### src/common/huffPkg.sv
// shared sizes, enums and emit order tables, imported by every Huffman encoder module
package huffPkg;

    // ==================================================
    // sizes
    // ==================================================
    localparam int NumSymbols      = 8;
    localparam int WeightWidth     = 3;
    // eight leaves of weight 7 sum to 56
    localparam int NodeWeightWidth = 6;
    localparam int SlotWidth       = 3;
    // leaves 0 to 7, merged nodes 8 to 14
    localparam int NodeIdWidth     = 4;
    localparam int MaxCodeLen      = 7;
    localparam int CodeLenWidth    = 3;
    localparam int NumEmitted      = 5;
    localparam int NumMerges       = 7;

    // ==================================================
    // enums
    // ==================================================
    // leaf order, also the leaf node ids
    typedef enum logic [SlotWidth-1:0] {
        A = 0, B, C, E, I, L, O, V
    } symbol_t;

    typedef enum logic [2:0] {
        IDLE, LOAD, SCAN, MERGE, EMIT
    } ctrlState_t;

    // symbols sent per run, first entry goes out first
    localparam symbol_t emitOrderMode0 [NumEmitted] = '{I, L, O, V, E};
    localparam symbol_t emitOrderMode1 [NumEmitted] = '{I, C, L, A, B};

endpackage
### src/huffman/huffTop.sv
// top level of the eight-symbol Huffman encoder, connects control, tables, scan and output
`timescale 1ns/10ps

module huffTop (
    input  logic                            clk,
    input  logic                            rst_n,
    input  logic                            in_valid,
    input  logic [huffPkg::WeightWidth-1:0] in_weight,
    input  logic                            out_mode,
    output logic                            out_valid,
    output logic                            out_code
);
    import huffPkg::*;

    // ==================================================
    // control strobes
    // ==================================================
    logic                    loadEn;
    logic [SlotWidth-1:0]    loadSlot;
    logic                    scanStart;
    logic                    scanDone;
    logic                    mergeEn;
    logic                    emitStart;
    logic                    emitDone;
    logic                    modeSel;

    // table contents
    logic [NodeWeightWidth-1:0] nodeWeight [NumSymbols];
    logic [NodeIdWidth-1:0]     nodeId [NumSymbols];
    logic                       nodeLive [NumSymbols];
    logic [SlotWidth-1:0]       minSlotA;
    logic [SlotWidth-1:0]       minSlotB;
    logic [MaxCodeLen-1:0]      leafCode [NumSymbols];
    logic [CodeLenWidth-1:0]    leafLen [NumSymbols];

    huffCtrl u_huffCtrl (
        .clk, .rst_n, .in_valid, .out_mode, .scanDone, .emitDone,
        .loadEn, .loadSlot, .scanStart, .mergeEn, .emitStart, .modeSel
    );

    nodeTable u_nodeTable (
        .clk, .rst_n, .loadEn, .loadSlot, .in_weight, .mergeEn,
        .minSlotA, .minSlotB, .nodeWeight, .nodeId, .nodeLive
    );

    minFinder u_minFinder (
        .clk, .rst_n, .scanStart, .nodeWeight, .nodeId, .nodeLive,
        .scanDone, .minSlotA, .minSlotB
    );

    codeBuilder u_codeBuilder (
        .clk, .rst_n, .loadEn, .loadSlot, .mergeEn, .minSlotA, .minSlotB,
        .leafCode, .leafLen
    );

    codeSerializer u_codeSerializer (
        .clk, .rst_n, .emitStart, .modeSel, .leafCode, .leafLen,
        .out_valid, .out_code, .emitDone
    );

endmodule

### src/huffman/codeSerializer.sv
// serial output stage, sends the codes of the five selected symbols one bit per cycle
`timescale 1ns/10ps

module codeSerializer (
    input  logic                             clk,
    input  logic                             rst_n,
    input  logic                             emitStart,
    input  logic                             modeSel,
    input  logic [huffPkg::MaxCodeLen-1:0]   leafCode [huffPkg::NumSymbols],
    input  logic [huffPkg::CodeLenWidth-1:0] leafLen [huffPkg::NumSymbols],
    output logic                             out_valid,
    output logic                             out_code,
    output logic                             emitDone
);
    import huffPkg::*;

    logic                    sending;
    logic                    active;
    logic                    lastBit;
    logic                    lastSym;
    logic [SlotWidth-1:0]    symIdx;
    logic [SlotWidth-1:0]    curIdx;
    logic [SlotWidth-1:0]    nextIdx;
    logic [CodeLenWidth-1:0] bitIdx;
    logic [CodeLenWidth-1:0] curBit;
    symbol_t                 curSym;
    symbol_t                 nextSym;

    function automatic symbol_t orderAt(input logic mode, input logic [SlotWidth-1:0] idx);
        return mode ? emitOrderMode1[idx] : emitOrderMode0[idx];
    endfunction

    // ==================================================
    // current symbol and bit
    // ==================================================
    assign active  = emitStart | sending;
    assign curIdx  = emitStart ? '0 : symIdx;
    assign curSym  = orderAt(modeSel, curIdx);
    assign curBit  = emitStart ? leafLen[curSym] - 1'b1 : bitIdx;
    assign lastBit = (curBit == '0);
    assign lastSym = (curIdx == SlotWidth'(NumEmitted - 1));
    assign nextIdx = lastSym ? '0 : curIdx + 1'b1;
    assign nextSym = orderAt(modeSel, nextIdx);

    always_ff @(posedge clk or negedge rst_n) begin
        if (!rst_n) begin
            sending   <= 1'b0;
            symIdx    <= '0;
            bitIdx    <= '0;
            out_valid <= 1'b0;
            out_code  <= 1'b0;
            emitDone  <= 1'b0;
        end else begin
            out_valid <= active;
            out_code  <= active & leafCode[curSym][curBit];
            // high together with the final bit
            emitDone  <= active & lastBit & lastSym;
            if (active) begin
                if (!lastBit) begin
                    sending <= 1'b1;
                    symIdx  <= curIdx;
                    bitIdx  <= curBit - 1'b1;
                end else if (!lastSym) begin
                    sending <= 1'b1;
                    symIdx  <= nextIdx;
                    bitIdx  <= leafLen[nextSym] - 1'b1;
                end else begin
                    sending <= 1'b0;
                end
            end
        end
    end

endmodule

### src/huffman/codeBuilder.sv
// per-leaf code bits, length and owning root slot, extended by one bit at every merge
`timescale 1ns/10ps

module codeBuilder (
    input  logic                             clk,
    input  logic                             rst_n,
    input  logic                             loadEn,
    input  logic [huffPkg::SlotWidth-1:0]    loadSlot,
    input  logic                             mergeEn,
    input  logic [huffPkg::SlotWidth-1:0]    minSlotA,
    input  logic [huffPkg::SlotWidth-1:0]    minSlotB,
    output logic [huffPkg::MaxCodeLen-1:0]   leafCode [huffPkg::NumSymbols],
    output logic [huffPkg::CodeLenWidth-1:0] leafLen [huffPkg::NumSymbols]
);
    import huffPkg::*;

    // root slot that currently holds each leaf
    logic [SlotWidth-1:0] leafOwner [NumSymbols];

    // ==================================================
    // lengths and ownership
    // ==================================================
    always_ff @(posedge clk or negedge rst_n) begin
        if (!rst_n) begin
            leafLen   <= '{default: '0};
            leafOwner <= '{default: '0};
        end else if (loadEn) begin
            leafLen[loadSlot]   <= '0;
            leafOwner[loadSlot] <= loadSlot;
        end else if (mergeEn) begin
            for (int s = 0; s < NumSymbols; s++) begin
                if (leafOwner[s] == minSlotA || leafOwner[s] == minSlotB) begin
                    leafLen[s] <= leafLen[s] + 1'b1;
                end
                // leaves of the second root move under slot A
                if (leafOwner[s] == minSlotB) begin
                    leafOwner[s] <= minSlotA;
                end
            end
        end
    end

    // new bit lands above the existing ones, so the root bit ends up on top
    always_ff @(posedge clk) begin
        if (loadEn) begin
            leafCode[loadSlot] <= '0;
        end else if (mergeEn) begin
            for (int s = 0; s < NumSymbols; s++) begin
                if (leafOwner[s] == minSlotA) begin
                    leafCode[s][leafLen[s]] <= 1'b1;
                end else if (leafOwner[s] == minSlotB) begin
                    leafCode[s][leafLen[s]] <= 1'b0;
                end
            end
        end
    end

endmodule

### src/huffman/minFinder.sv
// sequential scan over the root table, one slot per cycle, finding the two lightest live roots
`timescale 1ns/10ps

module minFinder (
    input  logic                                clk,
    input  logic                                rst_n,
    input  logic                                scanStart,
    input  logic [huffPkg::NodeWeightWidth-1:0] nodeWeight [huffPkg::NumSymbols],
    input  logic [huffPkg::NodeIdWidth-1:0]     nodeId [huffPkg::NumSymbols],
    input  logic                                nodeLive [huffPkg::NumSymbols],
    output logic                                scanDone,
    output logic [huffPkg::SlotWidth-1:0]       minSlotA,
    output logic [huffPkg::SlotWidth-1:0]       minSlotB
);
    import huffPkg::*;

    logic                 scanning;
    logic                 stepEn;
    logic [SlotWidth-1:0] scanIdx;
    logic [SlotWidth-1:0] curSlot;
    logic                 bestValid;
    logic                 secondValid;
    logic                 baseBestValid;
    logic                 baseSecondValid;
    logic                 nextBestValid;
    logic                 nextSecondValid;
    logic [SlotWidth-1:0] nextBest;
    logic [SlotWidth-1:0] nextSecond;

    // weight first, node id breaks ties
    function automatic logic lighter(
        input logic [NodeWeightWidth-1:0] wa,
        input logic [NodeIdWidth-1:0]     ia,
        input logic [NodeWeightWidth-1:0] wb,
        input logic [NodeIdWidth-1:0]     ib
    );
        return (wa < wb) || ((wa == wb) && (ia < ib));
    endfunction

    // slot 0 is examined in the scanStart cycle itself
    assign stepEn          = scanStart | scanning;
    assign curSlot         = scanStart ? '0 : scanIdx;
    assign baseBestValid   = scanStart ? 1'b0 : bestValid;
    assign baseSecondValid = scanStart ? 1'b0 : secondValid;
    assign scanDone        = scanning && (scanIdx == SlotWidth'(NumSymbols - 1));

    always_comb begin
        nextBest        = minSlotA;
        nextSecond      = minSlotB;
        nextBestValid   = baseBestValid;
        nextSecondValid = baseSecondValid;
        if (nodeLive[curSlot]) begin
            if (!baseBestValid || lighter(nodeWeight[curSlot], nodeId[curSlot],
                                          nodeWeight[minSlotA], nodeId[minSlotA])) begin
                // old best drops to second place
                nextSecond      = minSlotA;
                nextSecondValid = baseBestValid;
                nextBest        = curSlot;
                nextBestValid   = 1'b1;
            end else if (!baseSecondValid || lighter(nodeWeight[curSlot], nodeId[curSlot],
                                                     nodeWeight[minSlotB], nodeId[minSlotB])) begin
                nextSecond      = curSlot;
                nextSecondValid = 1'b1;
            end
        end
    end

    always_ff @(posedge clk or negedge rst_n) begin
        if (!rst_n) begin
            scanning    <= 1'b0;
            scanIdx     <= '0;
            bestValid   <= 1'b0;
            secondValid <= 1'b0;
            minSlotA    <= '0;
            minSlotB    <= '0;
        end else if (stepEn) begin
            scanning    <= (curSlot != SlotWidth'(NumSymbols - 1));
            scanIdx     <= curSlot + 1'b1;
            bestValid   <= nextBestValid;
            secondValid <= nextSecondValid;
            minSlotA    <= nextBest;
            minSlotB    <= nextSecond;
        end
    end

endmodule

### src/huffman/nodeTable.sv
// table of current tree roots, one slot per leaf; a merge folds slot B into slot A
`timescale 1ns/10ps

module nodeTable (
    input  logic                                clk,
    input  logic                                rst_n,
    input  logic                                loadEn,
    input  logic [huffPkg::SlotWidth-1:0]       loadSlot,
    input  logic [huffPkg::WeightWidth-1:0]     in_weight,
    input  logic                                mergeEn,
    input  logic [huffPkg::SlotWidth-1:0]       minSlotA,
    input  logic [huffPkg::SlotWidth-1:0]       minSlotB,
    output logic [huffPkg::NodeWeightWidth-1:0] nodeWeight [huffPkg::NumSymbols],
    output logic [huffPkg::NodeIdWidth-1:0]     nodeId [huffPkg::NumSymbols],
    output logic                                nodeLive [huffPkg::NumSymbols]
);
    import huffPkg::*;

    logic [NodeIdWidth-1:0]     nextId;
    logic [NodeWeightWidth-1:0] mergedWeight;

    assign mergedWeight = nodeWeight[minSlotA] + nodeWeight[minSlotB];

    // ==================================================
    // live flags and merged node ids
    // ==================================================
    always_ff @(posedge clk or negedge rst_n) begin
        if (!rst_n) begin
            nextId   <= NodeIdWidth'(NumSymbols);
            nodeLive <= '{default: 1'b0};
        end else if (loadEn) begin
            // each new run numbers its merges from 8 again
            nextId             <= NodeIdWidth'(NumSymbols);
            nodeLive[loadSlot] <= 1'b1;
        end else if (mergeEn) begin
            nextId             <= nextId + 1'b1;
            nodeLive[minSlotB] <= 1'b0;
        end
    end

    // weight and id per slot
    always_ff @(posedge clk) begin
        if (loadEn) begin
            nodeWeight[loadSlot] <= NodeWeightWidth'(in_weight);
            nodeId[loadSlot]     <= NodeIdWidth'(loadSlot);
        end else if (mergeEn) begin
            // slot A becomes the new root
            nodeWeight[minSlotA] <= mergedWeight;
            nodeId[minSlotA]     <= nextId;
        end
    end

endmodule

### src/huffman/huffCtrl.sv
// control FSM of the Huffman encoder, sequences weight load, seven scan/merge rounds and emit
`timescale 1ns/10ps

module huffCtrl (
    input  logic                          clk,
    input  logic                          rst_n,
    input  logic                          in_valid,
    input  logic                          out_mode,
    input  logic                          scanDone,
    input  logic                          emitDone,
    output logic                          loadEn,
    output logic [huffPkg::SlotWidth-1:0] loadSlot,
    output logic                          scanStart,
    output logic                          mergeEn,
    output logic                          emitStart,
    output logic                          modeSel
);
    import huffPkg::*;

    ctrlState_t           state;
    logic [SlotWidth-1:0] loadCnt;
    logic [SlotWidth-1:0] mergeCnt;

    // weights are written in the same cycle they arrive
    assign loadEn   = in_valid && (state == IDLE || state == LOAD);
    assign loadSlot = loadCnt;
    assign mergeEn  = (state == MERGE);

    always_ff @(posedge clk or negedge rst_n) begin
        if (!rst_n) begin
            state     <= IDLE;
            loadCnt   <= '0;
            mergeCnt  <= '0;
            modeSel   <= 1'b0;
            scanStart <= 1'b0;
            emitStart <= 1'b0;
        end else begin
            scanStart <= 1'b0;
            emitStart <= 1'b0;
            case (state)
                IDLE: begin
                    // first weight, slot 0, mode sampled here only
                    if (in_valid) begin
                        modeSel <= out_mode;
                        loadCnt <= SlotWidth'(1);
                        state   <= LOAD;
                    end
                end
                LOAD: begin
                    if (in_valid) begin
                        if (loadCnt == SlotWidth'(NumSymbols - 1)) begin
                            loadCnt   <= '0;
                            mergeCnt  <= '0;
                            scanStart <= 1'b1;
                            state     <= SCAN;
                        end else begin
                            loadCnt <= loadCnt + 1'b1;
                        end
                    end
                end
                SCAN: begin
                    if (scanDone) begin
                        state <= MERGE;
                    end
                end
                MERGE: begin
                    // tables update at the end of this cycle
                    if (mergeCnt == SlotWidth'(NumMerges - 1)) begin
                        emitStart <= 1'b1;
                        state     <= EMIT;
                    end else begin
                        mergeCnt  <= mergeCnt + 1'b1;
                        scanStart <= 1'b1;
                        state     <= SCAN;
                    end
                end
                EMIT: begin
                    if (emitDone) begin
                        state <= IDLE;
                    end
                end
                default: state <= IDLE;
            endcase
        end
    end

endmodule

### config.mk
export PLATFORM = sky130hd
export DESIGN_NAME = huffTop
export DESIGN_NICKNAME = d
export VERILOG_FILES = /design/src/common/huffPkg.sv /design/src/huffman/huffTop.sv /design/src/huffman/codeSerializer.sv /design/src/huffman/codeBuilder.sv /design/src/huffman/minFinder.sv /design/src/huffman/nodeTable.sv /design/src/huffman/huffCtrl.sv
export SDC_FILE = /design/constraint.sdc
export NUM_CORES = 1
export LEC_CHECK = 0
export BUFFER_PORTS_ARGS = -buffer_cell sky130_fd_sc_hd__clkbuf_2
export CAP_MARGIN = 25
export CORE_ASPECT_RATIO = 0.9
export CORE_MARGIN = 5
export CORE_UTILIZATION = 59
export CTS_CLUSTER_SIZE = 16
export DETAILED_ROUTE_END_ITERATION = 10
export PLACE_DENSITY = 0.78
export SLEW_MARGIN = 20
export SYNTH_ARGS = -nofsm -noshare
export SYNTH_HDL_FRONTEND = slang
export SYNTH_HIERARCHICAL = 1
export SYNTH_SLANG_ARGS = --single-unit
### constraint.sdc
create_clock -name clk -period 3.9 [get_ports clk]
set_input_delay 0.195 -clock clk [delete_from_list [all_inputs] [get_ports clk]]
set_output_delay 0.195 -clock clk [all_outputs]
set_load 0.02 [all_outputs]
---- Word-level counts from Yosys, hierarchy flattened ----
Memories as Yosys holds them, arrays and structs flattened.
Index checks and enable logic that the tools add are counted.
Widths: inputs -> output; s select.
word-level totals
  flip-flop bits (word level) ............. 230
  ROM bits ................................ 96
  output and inout port bits .............. 2
  memories kept ........................... 4
cells by class
  $add $sub $neg .......................... 17
  $lt $le $gt $ge ......................... 32
  equal/unequal tests ..................... 34
  mux-type cells .......................... 164
  bitwise operators ....................... 44
  reduce and logical (&&, ||, !) cells .... 91
memories
  memory            depth  bits a word  read ports  clocked after Yosys merged registers in  write ports  line                  source
  (name not given)  8      3            1           0                                        0            codeSerializer.sv:30  return mode ? emitOrderMode1[idx] : emitOrderMode0[idx];
  (name not given)  8      3            1           0                                        0            codeSerializer.sv:30
  (name not given)  8      3            1           0                                        0            codeSerializer.sv:30
  (name not given)  8      3            1           0                                        0            codeSerializer.sv:30
operators by type and width
  kind                 number
  $mux 3               52
  $mux 7               19
  $mux 56              2
  $bwmux 48            2
  $mux 24              4
  $mux 48              2
  $bwmux 32            2
  $mux 32              2
  $and 56x56->56       1
  $and 7x7->7          8
  $not 56->56          1
  $not 7->7            8
  $or 7x7->7           8
  $bmux 6 s3           3
  $reduce_and 2->1     26
  $eq 3x3->1           16
  $mux 6               8
  $mux 4               10
  $reduce_bool 2->1    20
  $add 3x1->3 const B  12
  $bmux 4 s3           3
  $demux 6 s3          2
  $lt 3x4->1 const B   9
  $ge 4x4->1 const B   8
  other kinds (43)     154

---- Logic depth before layout (Yosys ltp) ----
Gate-level depths: netlist of run 1.
  word-level depth ........................ 15
  depth in mapped cells ................... 17
  mapped depth without buffers ............ 15

---- By module ----
The synthesis of run 1 kept the hierarchy.
by module, submodules not included
  module          times used  cells each  area each (µm²)  seq. area each (µm²)
  codeBuilder     1           604         6284.8           2882.8
  nodeTable       1           422         4713.3           2703.8
  minFinder       1           244         2870.3           300.3
  codeSerializer  1           306         2202.1           250.2
  huffCtrl        1           56          613.1            300.3

---- Worst setup path before layout of run 1 ----
OpenSTA, ideal clock, no wires.
  kind .................................... reg2reg
  start point ............................. register u_huffCtrl.emitStart
  end point ............................... register u_codeSerializer.bitIdx[2]
  library setup time ...................... 0.122 ns
  arrival ................................. 3.808 ns
  required time ........................... 3.778 ns
  path slack .............................. -0.030 ns
  cell stages (with the launch flop) ...... 14
  buffers on the path ..................... 4
  period minus slack after synthesis ...... 3.930 ns
  cells stage by stage .................... dfrtp_1 -> buf_2 -> buf_2 -> buf_1 -> buf_2 -> nor2_1 -> ha_1 -> o221ai_2 -> mux2_2 -> a2111oi_2 -> nor2_1 -> ha_1 -> or4_1 -> a32o_1
between the ends
  cells in the longest elaborated chain, start to end .. 15
ends and longest elaborated chain
  what                                                                line                                        source
  start, declared                                                     huffCtrl.sv:15                              output logic emitStart,
  start signal, assigned                                              huffCtrl.sv:36                              emitStart <= 1'b0;
  start signal, assigned                                              huffCtrl.sv:39                              emitStart <= 1'b0;
  start signal, assigned                                              huffCtrl.sv:69                              emitStart <= 1'b1;
  $mux 3                                                              codeSerializer.sv:37                        assign curIdx = emitStart ? '0 : symIdx;
  $add 3x1->3 (tied with other cells)                                 codeSerializer.sv:42                        assign nextIdx = lastSym ? '0 : curIdx + 1'b1;
  $mux 3 / $mem_v2 8x3 (equally long branches)                        n/a
  $not 3->4 (implied by the code) / $mux 3 (equally long branches)    codeSerializer.sv:30
  $mem_v2 8x3 / $mux 3 (equally long branches)                        n/a
  $mux 3 (implied by the code)                                        codeSerializer.sv:30
  $mux 3 (implied by the code) / $not 3->4 (equally long branches)    codeSerializer.sv:30, codeSerializer.sv:39
  $mux 3 / $bmux 3 s3 (equally long branches)                         codeSerializer.sv:30, codeSerializer.sv:39
  $not 3->4 (implied by the code) / $mux 3 (equally long branches)    codeSerializer.sv:66, codeSerializer.sv:39
  $bmux 3 s3 / $mux 3 (equally long branches)                         codeSerializer.sv:66, codeSerializer.sv:39
  $mux 3 (implied by the code) / $sub 3x1->3 (equally long branches)  codeSerializer.sv:66, codeSerializer.sv:39
  $mux 3, on equally long branches                                    codeSerializer.sv:66, codeSerializer.sv:39
  $sub 3x1->3 / $logic_not 3->1 (equally long branches)               codeSerializer.sv:66, codeSerializer.sv:40
  $mux 3 / $ne 2x2->1 (equally long branches)                         n/a
  $mux 3 / $reduce_and 2->1 (equally long branches)                   n/a
  end signal, assigned                                                codeSerializer.sv:62                        bitIdx <= curBit - 1'b1;
  end signal, assigned                                                codeSerializer.sv:66                        bitIdx <= leafLen[nextSym] - 1'b1;
  end, declared                                                       codeSerializer.sv:24                        logic [CodeLenWidth-1:0] bitIdx;
Several ways; a longest one is shown, not always the timed one. The select of a mux whose other input is x is not followed.
A chain may end at the register's enable or synchronous reset.

---- Final worst setup path of run 1 ----
  start point ............................. register u_minFinder/minSlotA[0] (netlist name)
  end point ............................... register u_minFinder/minSlotA[1] (netlist name)
between the ends
  cells in the longest elaborated chain, start to end .. 9
ends and longest elaborated chain
  what                                                                         line             source
  start, declared                                                              minFinder.sv:12  output logic [huffPkg::SlotWidth-1:0] minSlotA,
  start signal, assigned                                                       minFinder.sv:81  minSlotA <= nextBest;
  $not 3->4 (implied by the code) *                                            minFinder.sv:54  nodeWeight[minSlotA], nodeId[minSlotA])) begin
  $bmux 4 s3 / $bmux 6 s3 (equally long branches)                              minFinder.sv:54
  $mux 4 (implied by the code) / $mux 6 (equally long branches) (2 in series)  minFinder.sv:54
  $lt 4x4->1 / $eq 6x6->1 (equally long branches)                              minFinder.sv:37  return (wa < wb) || ((wa == wb) && (ia < ib));
  $logic_and 1x1->1                                                            minFinder.sv:37
  $logic_or 1x1->1 *                                                           minFinder.sv:37
  $logic_or 1x1->1 *                                                           minFinder.sv:53  if (!baseBestValid || lighter(nodeWeight[curSlot], nodeId[curSlot],
  $reduce_and 3->1 (no source line) *                                          n/a
Mark *: on every way between the ends. The rest lies on a longest branch, timed or not. The select of a mux whose other input is x is not followed.

==> results of run 1 <==
==> Yosys cell counts (12+ instances only) <==
library cell and count:
buf_1 18, xor2_1 29, nand3_1 37, edfxtp_1 136
mux2i_1 77, ha_1 41, nor2b_1 39, inv_1 51
buf_2 29, nand2_1 188, o31ai_1 25, o21ai_0 91
a21oi_1 53, a22o_1 33, nor3_1 36, mux2_2 22
a41o_1 18, dfrtp_1 93, nand2b_1 22, xnor2_1 32
clkbuf_1 47, nor2_1 135, a32o_1 17, a31o_2 12
a31oi_1 20, mux4_2 65
==> through the flow <==
stage	utilization (%)	power, mW	instance area, um2
after floorplan	-	11.9	16700
after global placement	62.9	15.1	17600
after detailed placement	62.9	15.4	17600
after CTS	66.0	17.9	18400
after global routing	66.1	19.4	18500
final	66.1	18.4	18500
==> worst max-delay path, delay by kind of cell (launching register included) <==
family	cells	cell delay (ps)
AO/OA/AOI/OAI	2	360
multiplexers	3	1170
AND/OR/NAND/NOR	4	940
flip-flops	1	790
adder cells (fa/ha/maj)	1	310
==> cell usage in the layout, fill, tap and decap left out, types with 9 or more instances in the layout <==
cell type,n
a31o_2,12
a32o_1,17
a41o_1,18
dfrtp_1,85
nor3_1,36
a211oi_1,10
xnor2_1,31
and3_1,10
buf_4,112
a22o_1,33
a21oi_1,52
o2bb2ai_1,9
nor2b_1,39
nand2_1,188
edfxtp_1,136
mux4_2,65
mux2_2,22
xor2_1,29
nand2b_1,22
clkbuf_16,28
and2_1,9
inv_1,50
o21ai_0,90
nand3_1,37
mux2i_1,77
o31ai_1,25
ha_1,41
a31oi_1,20
nor2_1,135
nand4_1,10
==> worst paths after layout <==
path                                    startpoint                          end  slack, ps  cells after the start
setup / recovery           u_minFinder/minSlotA[0]      u_minFinder/minSlotA[1]        190                     10
hold / removal                            in_valid          u_huffCtrl/state[0]         40                      4
setup reg to reg           u_minFinder/minSlotA[0]      u_minFinder/minSlotA[1]        190                     10
hold reg to reg            u_nodeTable/nodeLive[0]      u_nodeTable/nodeLive[0]        500                      1
max in group asynchronous                    rst_n  u_codeBuilder/leafOwner[23]       2590                      3
min in group asynchronous                    rst_n      u_minFinder/secondValid        320                      2
==> area by class of cell <==
cell class | instances | area share [%]
timing repair buffer | 125 | 5.24
tap | 360 | 2.44
sequential | 230 | 34.9
clock buffer | 37 | 4.14
clock inverter | 9 | 0.386
inverter | 55 | 1.12
multi-input combinational | 1240 | 51.8
==> layer usage <==
layer,vias up,track usage (%),part of all wire (%)
li1,6303,-,-
met1,6997,48.3,40
met2,1116,45.0,40
met3,154,13.8,17
met4,4,7.94,3.1
met5,-,0,0.049
==> power breakdown <==
group | internal, mW | leakage, nW | total (mW) | switching [mW]
registers | 3.45 | 2.45 | 4.63 | 1.18
logic | 4.75 | 4.46 | 11.3 | 6.54
clock network | 1.42 | 0.403 | 2.45 | 1.03
total | 9.62 | 7.31 | 18.4 | 8.75
==> cell families (layout without fill, tap and decap cells) <==
group                    Yosys count  after routing  share of synthesized area, %
adder cells (fa/ha/maj)           42             42                          3.19
multiplexers                     173            173                          15.7
flip-flops                       230            230                          38.6
XOR/XNOR                          62             62                          3.30
AO/OA/AOI/OAI                    413            413                          18.4
AND/OR/NAND/NOR                  550            550                          16.4
buffers and inverters            162            226                          4.38
==> repair_timing <==
item	in CTS	in global routing
resized for setup	0	9
endpoints found under the hold margin	64	0
hold buffers	2	0
setup endpoints to repair	0	2
==> reports/summary.txt, run 1 <==
Status: completed
Pre-CTS setup slack: 107 ps
Area of the multi-input gates: 9560 um2
Routed WL: 53100 um
PD cells: 995 nW/um2
YS warnings: 6
Worst-path maximum fanout: 23
Main synth FF type: edfxtp_1
Initial antenna violation count: 2
Startpoint class of the critical path: flop
Post-route ant nets: 0
GRT Residual Overflow: 0
GP Congestion: 0.993
Max Cap Violations: 0
Initial Util: 59.7%
Wire length of the first global-routing pass: 81600 um
Number of synthesized flops with an enable pin: 136
Overall Global Routing Usage: 32.8%
Core Area: 27900 um2
Layout Skew: 17.1 ps
Hold WS: 37.1 ps
Leak: 7.31 nW
CP required: 4320 ps
Largest net degree at the start of global routing: 86
Ys async rst share: 40.9%
Post-route DRC: 0
Area delta synth->final: 10.7%
Non-Filler Instances: 2056
Endpoint type of the worst setup path: flop
Worst setup margin: 190 ps
Post-CTS Setup Bufs: 0
Clock Sinks: 230
Fin. Hold Viols: 0
Min cycle time layout: 3710 ps
Placed insts: 2008
Max Slew Vio Count: 0
Post-synthesis area per instance: 10.2 um2
Worst vdd ir: 0.000791 V
Setup CP Type: flop to flop
Hold Crit Class: primary input to flop
Critical path's slowest cell: dfrtp_2
Vias in the first global route: 13656
Antenna cell count: 0
Post-synth net total: 1681
Clk buf depth: 3
Top Ports: 9
Syn Inst Count: 1632
Via-per-instance ratio: 7.09
Final setup fails: 0
# rows: 58
Final period utilization: 95.1%
Ranking of synthesized cells by area: edfxtp_1 (24%), dfrtp_1 (14%), mux4_2 (8.8%)
Post-synth top area cell: edfxtp_1
Die Width: 187 um
Signal arrival time at the worst endpoint: 4130 ps
Synth Cell Area: 16700 um2
Clock Tree Root: clkbuf_16
Clock buffer count from CTS: 26
FMAX: 270 MHz
# fillers: 2102
Synth cell types: 111
1st-iter DRT viols: 2274
H-Tree Depth: 1
Share of the synthesized area in the top cell type: 24.5%
Slew @ Worst Pin: 1020 ps
Register area share after synthesis: 38.6%
Total number of vias: 14574
Die footprint: 31700 um2
Die Ht: 170 um
Worst-skew pair later-pin latency: 550 ps
Setup_tns: 0 ps
Max_slew headroom: 32.2%
Crit-path cells: mux4_2 -> mux2i_1 -> ha_1 -> nand4_1 -> a2111o_1 -> nor3_1 -> a31o_1 -> or4_1 -> nand2_2 -> mux2_1
DPL Wire Length: 38200 um
Clock-pin slew on the worst setup and hold paths: 60 ps
Share of cells above drive strength 1: 19.1%
Final nets: 1727
Port Buffers: 8
TritonCTS clock tree: done
TritonRoute pass-1 iters: 6
FF/Latch Area: 6450 um2
CP peak stage delay: 790 ps
Synth Register Bits: 230
Avg WL per Cell: 25.8 um
No activity file was read; power rests on OpenSTA's default activity.
==> run 2, diff against run 1 <==
- CORE_UTILIZATION: 59 -> 45
- PLACE_DENSITY: 0.78 -> unset
==> run 2 against run 1 <==
Via count fell by 2.4%. Sequential share of layout area fell by 0.40 points. Non-clock buffer count rose by 5. Combinational power barely moved. Cell count rose by 6.0%. Flip-flop and latch count did not move. Register-to-register slack got worse by 40 ps. Global-route usage fell by 5.8 points. Critical path type unchanged.
==> reports/summary.txt, run 2 (same netlist as run 1, synthesis figures left out) <==
Vias in the first global route: 13695 (+0.29%)
# rows: 66 (+14%)
Fin. Hold Viols: 0 (unchanged)
Startpoint class of the critical path: flop
Crit-path cells: buf_4 -> and2b_1 -> buf_4 -> o31a_4 -> nor2b_1 -> a211oi_1 -> a211oi_1 -> a31oi_1 -> ha_1 -> a21oi_1 -> a2111oi_2 -> nor2_1 -> ha_1 -> or4_1 -> a32o_1
Max Cap Violations: 0 (unchanged)
Setup_tns: 0 ps (unchanged)
Initial antenna violation count: 2 (unchanged)
Hold Crit Class: primary input to flop
GP Congestion: 0.939 (-5.4%)
Slew @ Worst Pin: 987 ps (-30.3 ps)
Top Ports: 9 (unchanged)
H-Tree Depth: 1 (unchanged)
GRT Residual Overflow: 0 (unchanged)
Max_slew headroom: 34.2% (+2.0 points)
Critical path's slowest cell: or4_1
Routed WL: 55900 um (+5.3%)
Worst setup margin: 154 ps (-36.1 ps)
Post-route DRC: 0 (unchanged)
HP Start: in_weight[0]
Leak: 7.35 nW (+0.52%)
Layout Skew: 26.6 ps (+9.44 ps)
Worst vdd ir: 0.000510 V (-35%)
Die Ht: 193 um (+14%)
Initial Util: 45.8% (-14 points)
R2r startpoint: u_codeSerializer/symIdx[0]
Pre-CTS setup slack: 110 ps (+2.43 ps)
Hold WS: 52.9 ps (+15.8 ps)
Critical Path Start: u_codeSerializer/symIdx[0]
Min cycle time layout: 3750 ps (+36.1 ps)
Clock-pin slew on the worst setup and hold paths: 70 ps (about the same)
Most frequent cells in the layout: nand2_1 (188), edfxtp_1 (136), nor2_1 (135), buf_4 (116)
Worst-skew pair later-pin latency: 570 ps (+20 ps)
Critical path's top delay family: compound AO/OA/AOI/OAI gates
Worst-path maximum fanout: 7 (-70%)
Commonest non-fill, non-tap cell in the layout: nand2_1
Power share of the sequential group: 24.7% (-0.5 points)
Switching portion of total power: 47.7% (+0.077 points)
FMAX: 267 MHz (-0.96%)
CP Buf/Inv Count: 2 (+2)
Clock power share: 13.5% (+0.2 points)
Die footprint: 41000 um2 (+29%)
Wire length of the first global-routing pass: 85500 um (+4.7%)
Die Width: 213 um (+14%)
PD cells: 981 nW/um2 (-1.3%)
TritonCTS clock tree: done
CP peak stage delay: 510 ps (-280 ps)
Hold path depth: 3 (-1)
Core Area: 36400 um2 (+30%)
Post-route ant nets: 0 (unchanged)
Cell-internal power: 9.58 mW (-0.41%)
FF-to-FF End: u_codeSerializer/bitIdx[2]
CP required: 4340 ps (+20 ps)
TritonRoute pass-1 iters: 5 (-1)
Via-per-instance ratio: 6.53 (-7.9%)
Setup CP Type: flop to flop
1st-iter DRT viols: 1862 (-18%)
Endpoint type of the worst setup path: flop
Max Slew Vio Count: 0 (unchanged)
Unrepaired setup endpoints after global routing: true
Status: completed
Overall Global Routing Usage: 27.0% (-5.8 points)
Final period utilization: 96.1% (+0.93 points)
Clock Tree Root: clkbuf_16
Area delta synth->final: 11.9%
Clk buf depth: 3 (unchanged)
Share of cells above drive strength 1: 19.4% (+0.27 points)
Switch Pwr: 8.75 mW (about the same)
Path depth of the worst reg2reg path: 15 (+5)
Total number of vias: 14230 (-2.4%)
DPL Wire Length: 41100 um (+7.6%)
Final core occ: 51.3% (-15 points)
Clock Sinks: 230 (unchanged)
Final nets: 1732 (+0.29%)
Hold Path Sink: u_nodeTable/nodeWeight[6]
Largest net degree at the start of global routing: 43 (-50%)
Flop-to-flop setup slack: 150 ps (-40 ps)
Final setup fails: 0 (unchanged)
Clock buffer count from CTS: 26 (unchanged)
Comb pwr share: 61.7% (+0.2 points)
Signal arrival time at the worst endpoint: 4190 ps (+60 ps)
# fillers: 3277 (+56%)
Avg WL per Cell: 25.6 um (-0.69%)
Port Buffers: 8 (unchanged)
## run 2: changes by cell type in the layout (fill, tap and decap cells not counted), sizes merged
cell / previous run / this run
buf: 116 / 120
dlygate4sd3: 2 / 3
diode: 0 / 1
clkinv: 7 / 9
## run 2: worst reg2reg max path, cell delays in order, from the launching register on
cell and delay, ps:
dfrtp_1 440, buf_4 190, and2b_1 160, buf_4 140, o31a_4 320, nor2b_1 130, a211oi_1 60, a211oi_1 240
a31oi_1 70, ha_1 350, a21oi_1 110, a2111oi_2 360, nor2_1 80, ha_1 210, or4_1 510, a32o_1 250
## run 2: what timing repair did
action / 4_1_cts / 5_1_grt
setup endpoints to repair: 0 / 7
hold buffers: 3 / 0
hold endpoints to repair: 38 / 0
resized for setup: 0 / 4
buffers inserted: 0 / 0
## run 2: per-layer routing
layer	vias to the layer above	track usage, %	share of wire, %
met2	765	37.6	41
met3	85	5.93	11
met1	7061	42.8	46
met5	-	0	0
met4	0	5.91	2.3
li1	6319	-	-
## run 2: power by group through the flow
stage | Combinational [mW] | Clock (mW) | Sequential, mW
after floorplan | 7.86 | 0 | 4.01
after global placement | 10.8 | 0 | 4.53
after detailed placement | 11.0 | 0 | 4.55
after CTS | 11.0 | 2.52 | 4.51
after global routing | 12.2 | 2.61 | 4.62
final | 11.3 | 2.48 | 4.53
## run 2: final cells by class
class                      count  area (um2)  area share [%]
sequential                   230        6440            34.5
tap                          476         596            3.19
inverter                      55         206            1.11
clock buffer                  37         742            3.97
timing repair buffer         130        1020            5.44
clock inverter                11         116           0.623
multi-input combinational   1240        9550            51.1
antenna                        1        2.50          0.0134
## run 2: worst max-delay path by stage
stage | to | slack [ps] | cells past startpoint
finish | u_codeSerializer/bitIdx[2] | 150 | 15
global placement | u_codeSerializer/bitIdx[2] | 180 | 17
CTS | u_codeSerializer/bitIdx[2] | 70 | 15
floorplan | u_codeSerializer/bitIdx[2] | 10 | 17
global route | u_codeSerializer/bitIdx[2] | -10 | 15
detailed placement | u_codeSerializer/bitIdx[2] | 110 | 15
## run 2: metrics by stage
stage                     total power, mW  cells  cell area (um2)
after detailed placement             15.5   2128            17800
final                                18.3   2180            18700
after floorplan                      11.9   1632            16700
after global placement               15.4   2128            17800
after CTS                            18.1   2179            18700
after global routing                 19.4   2179            18700
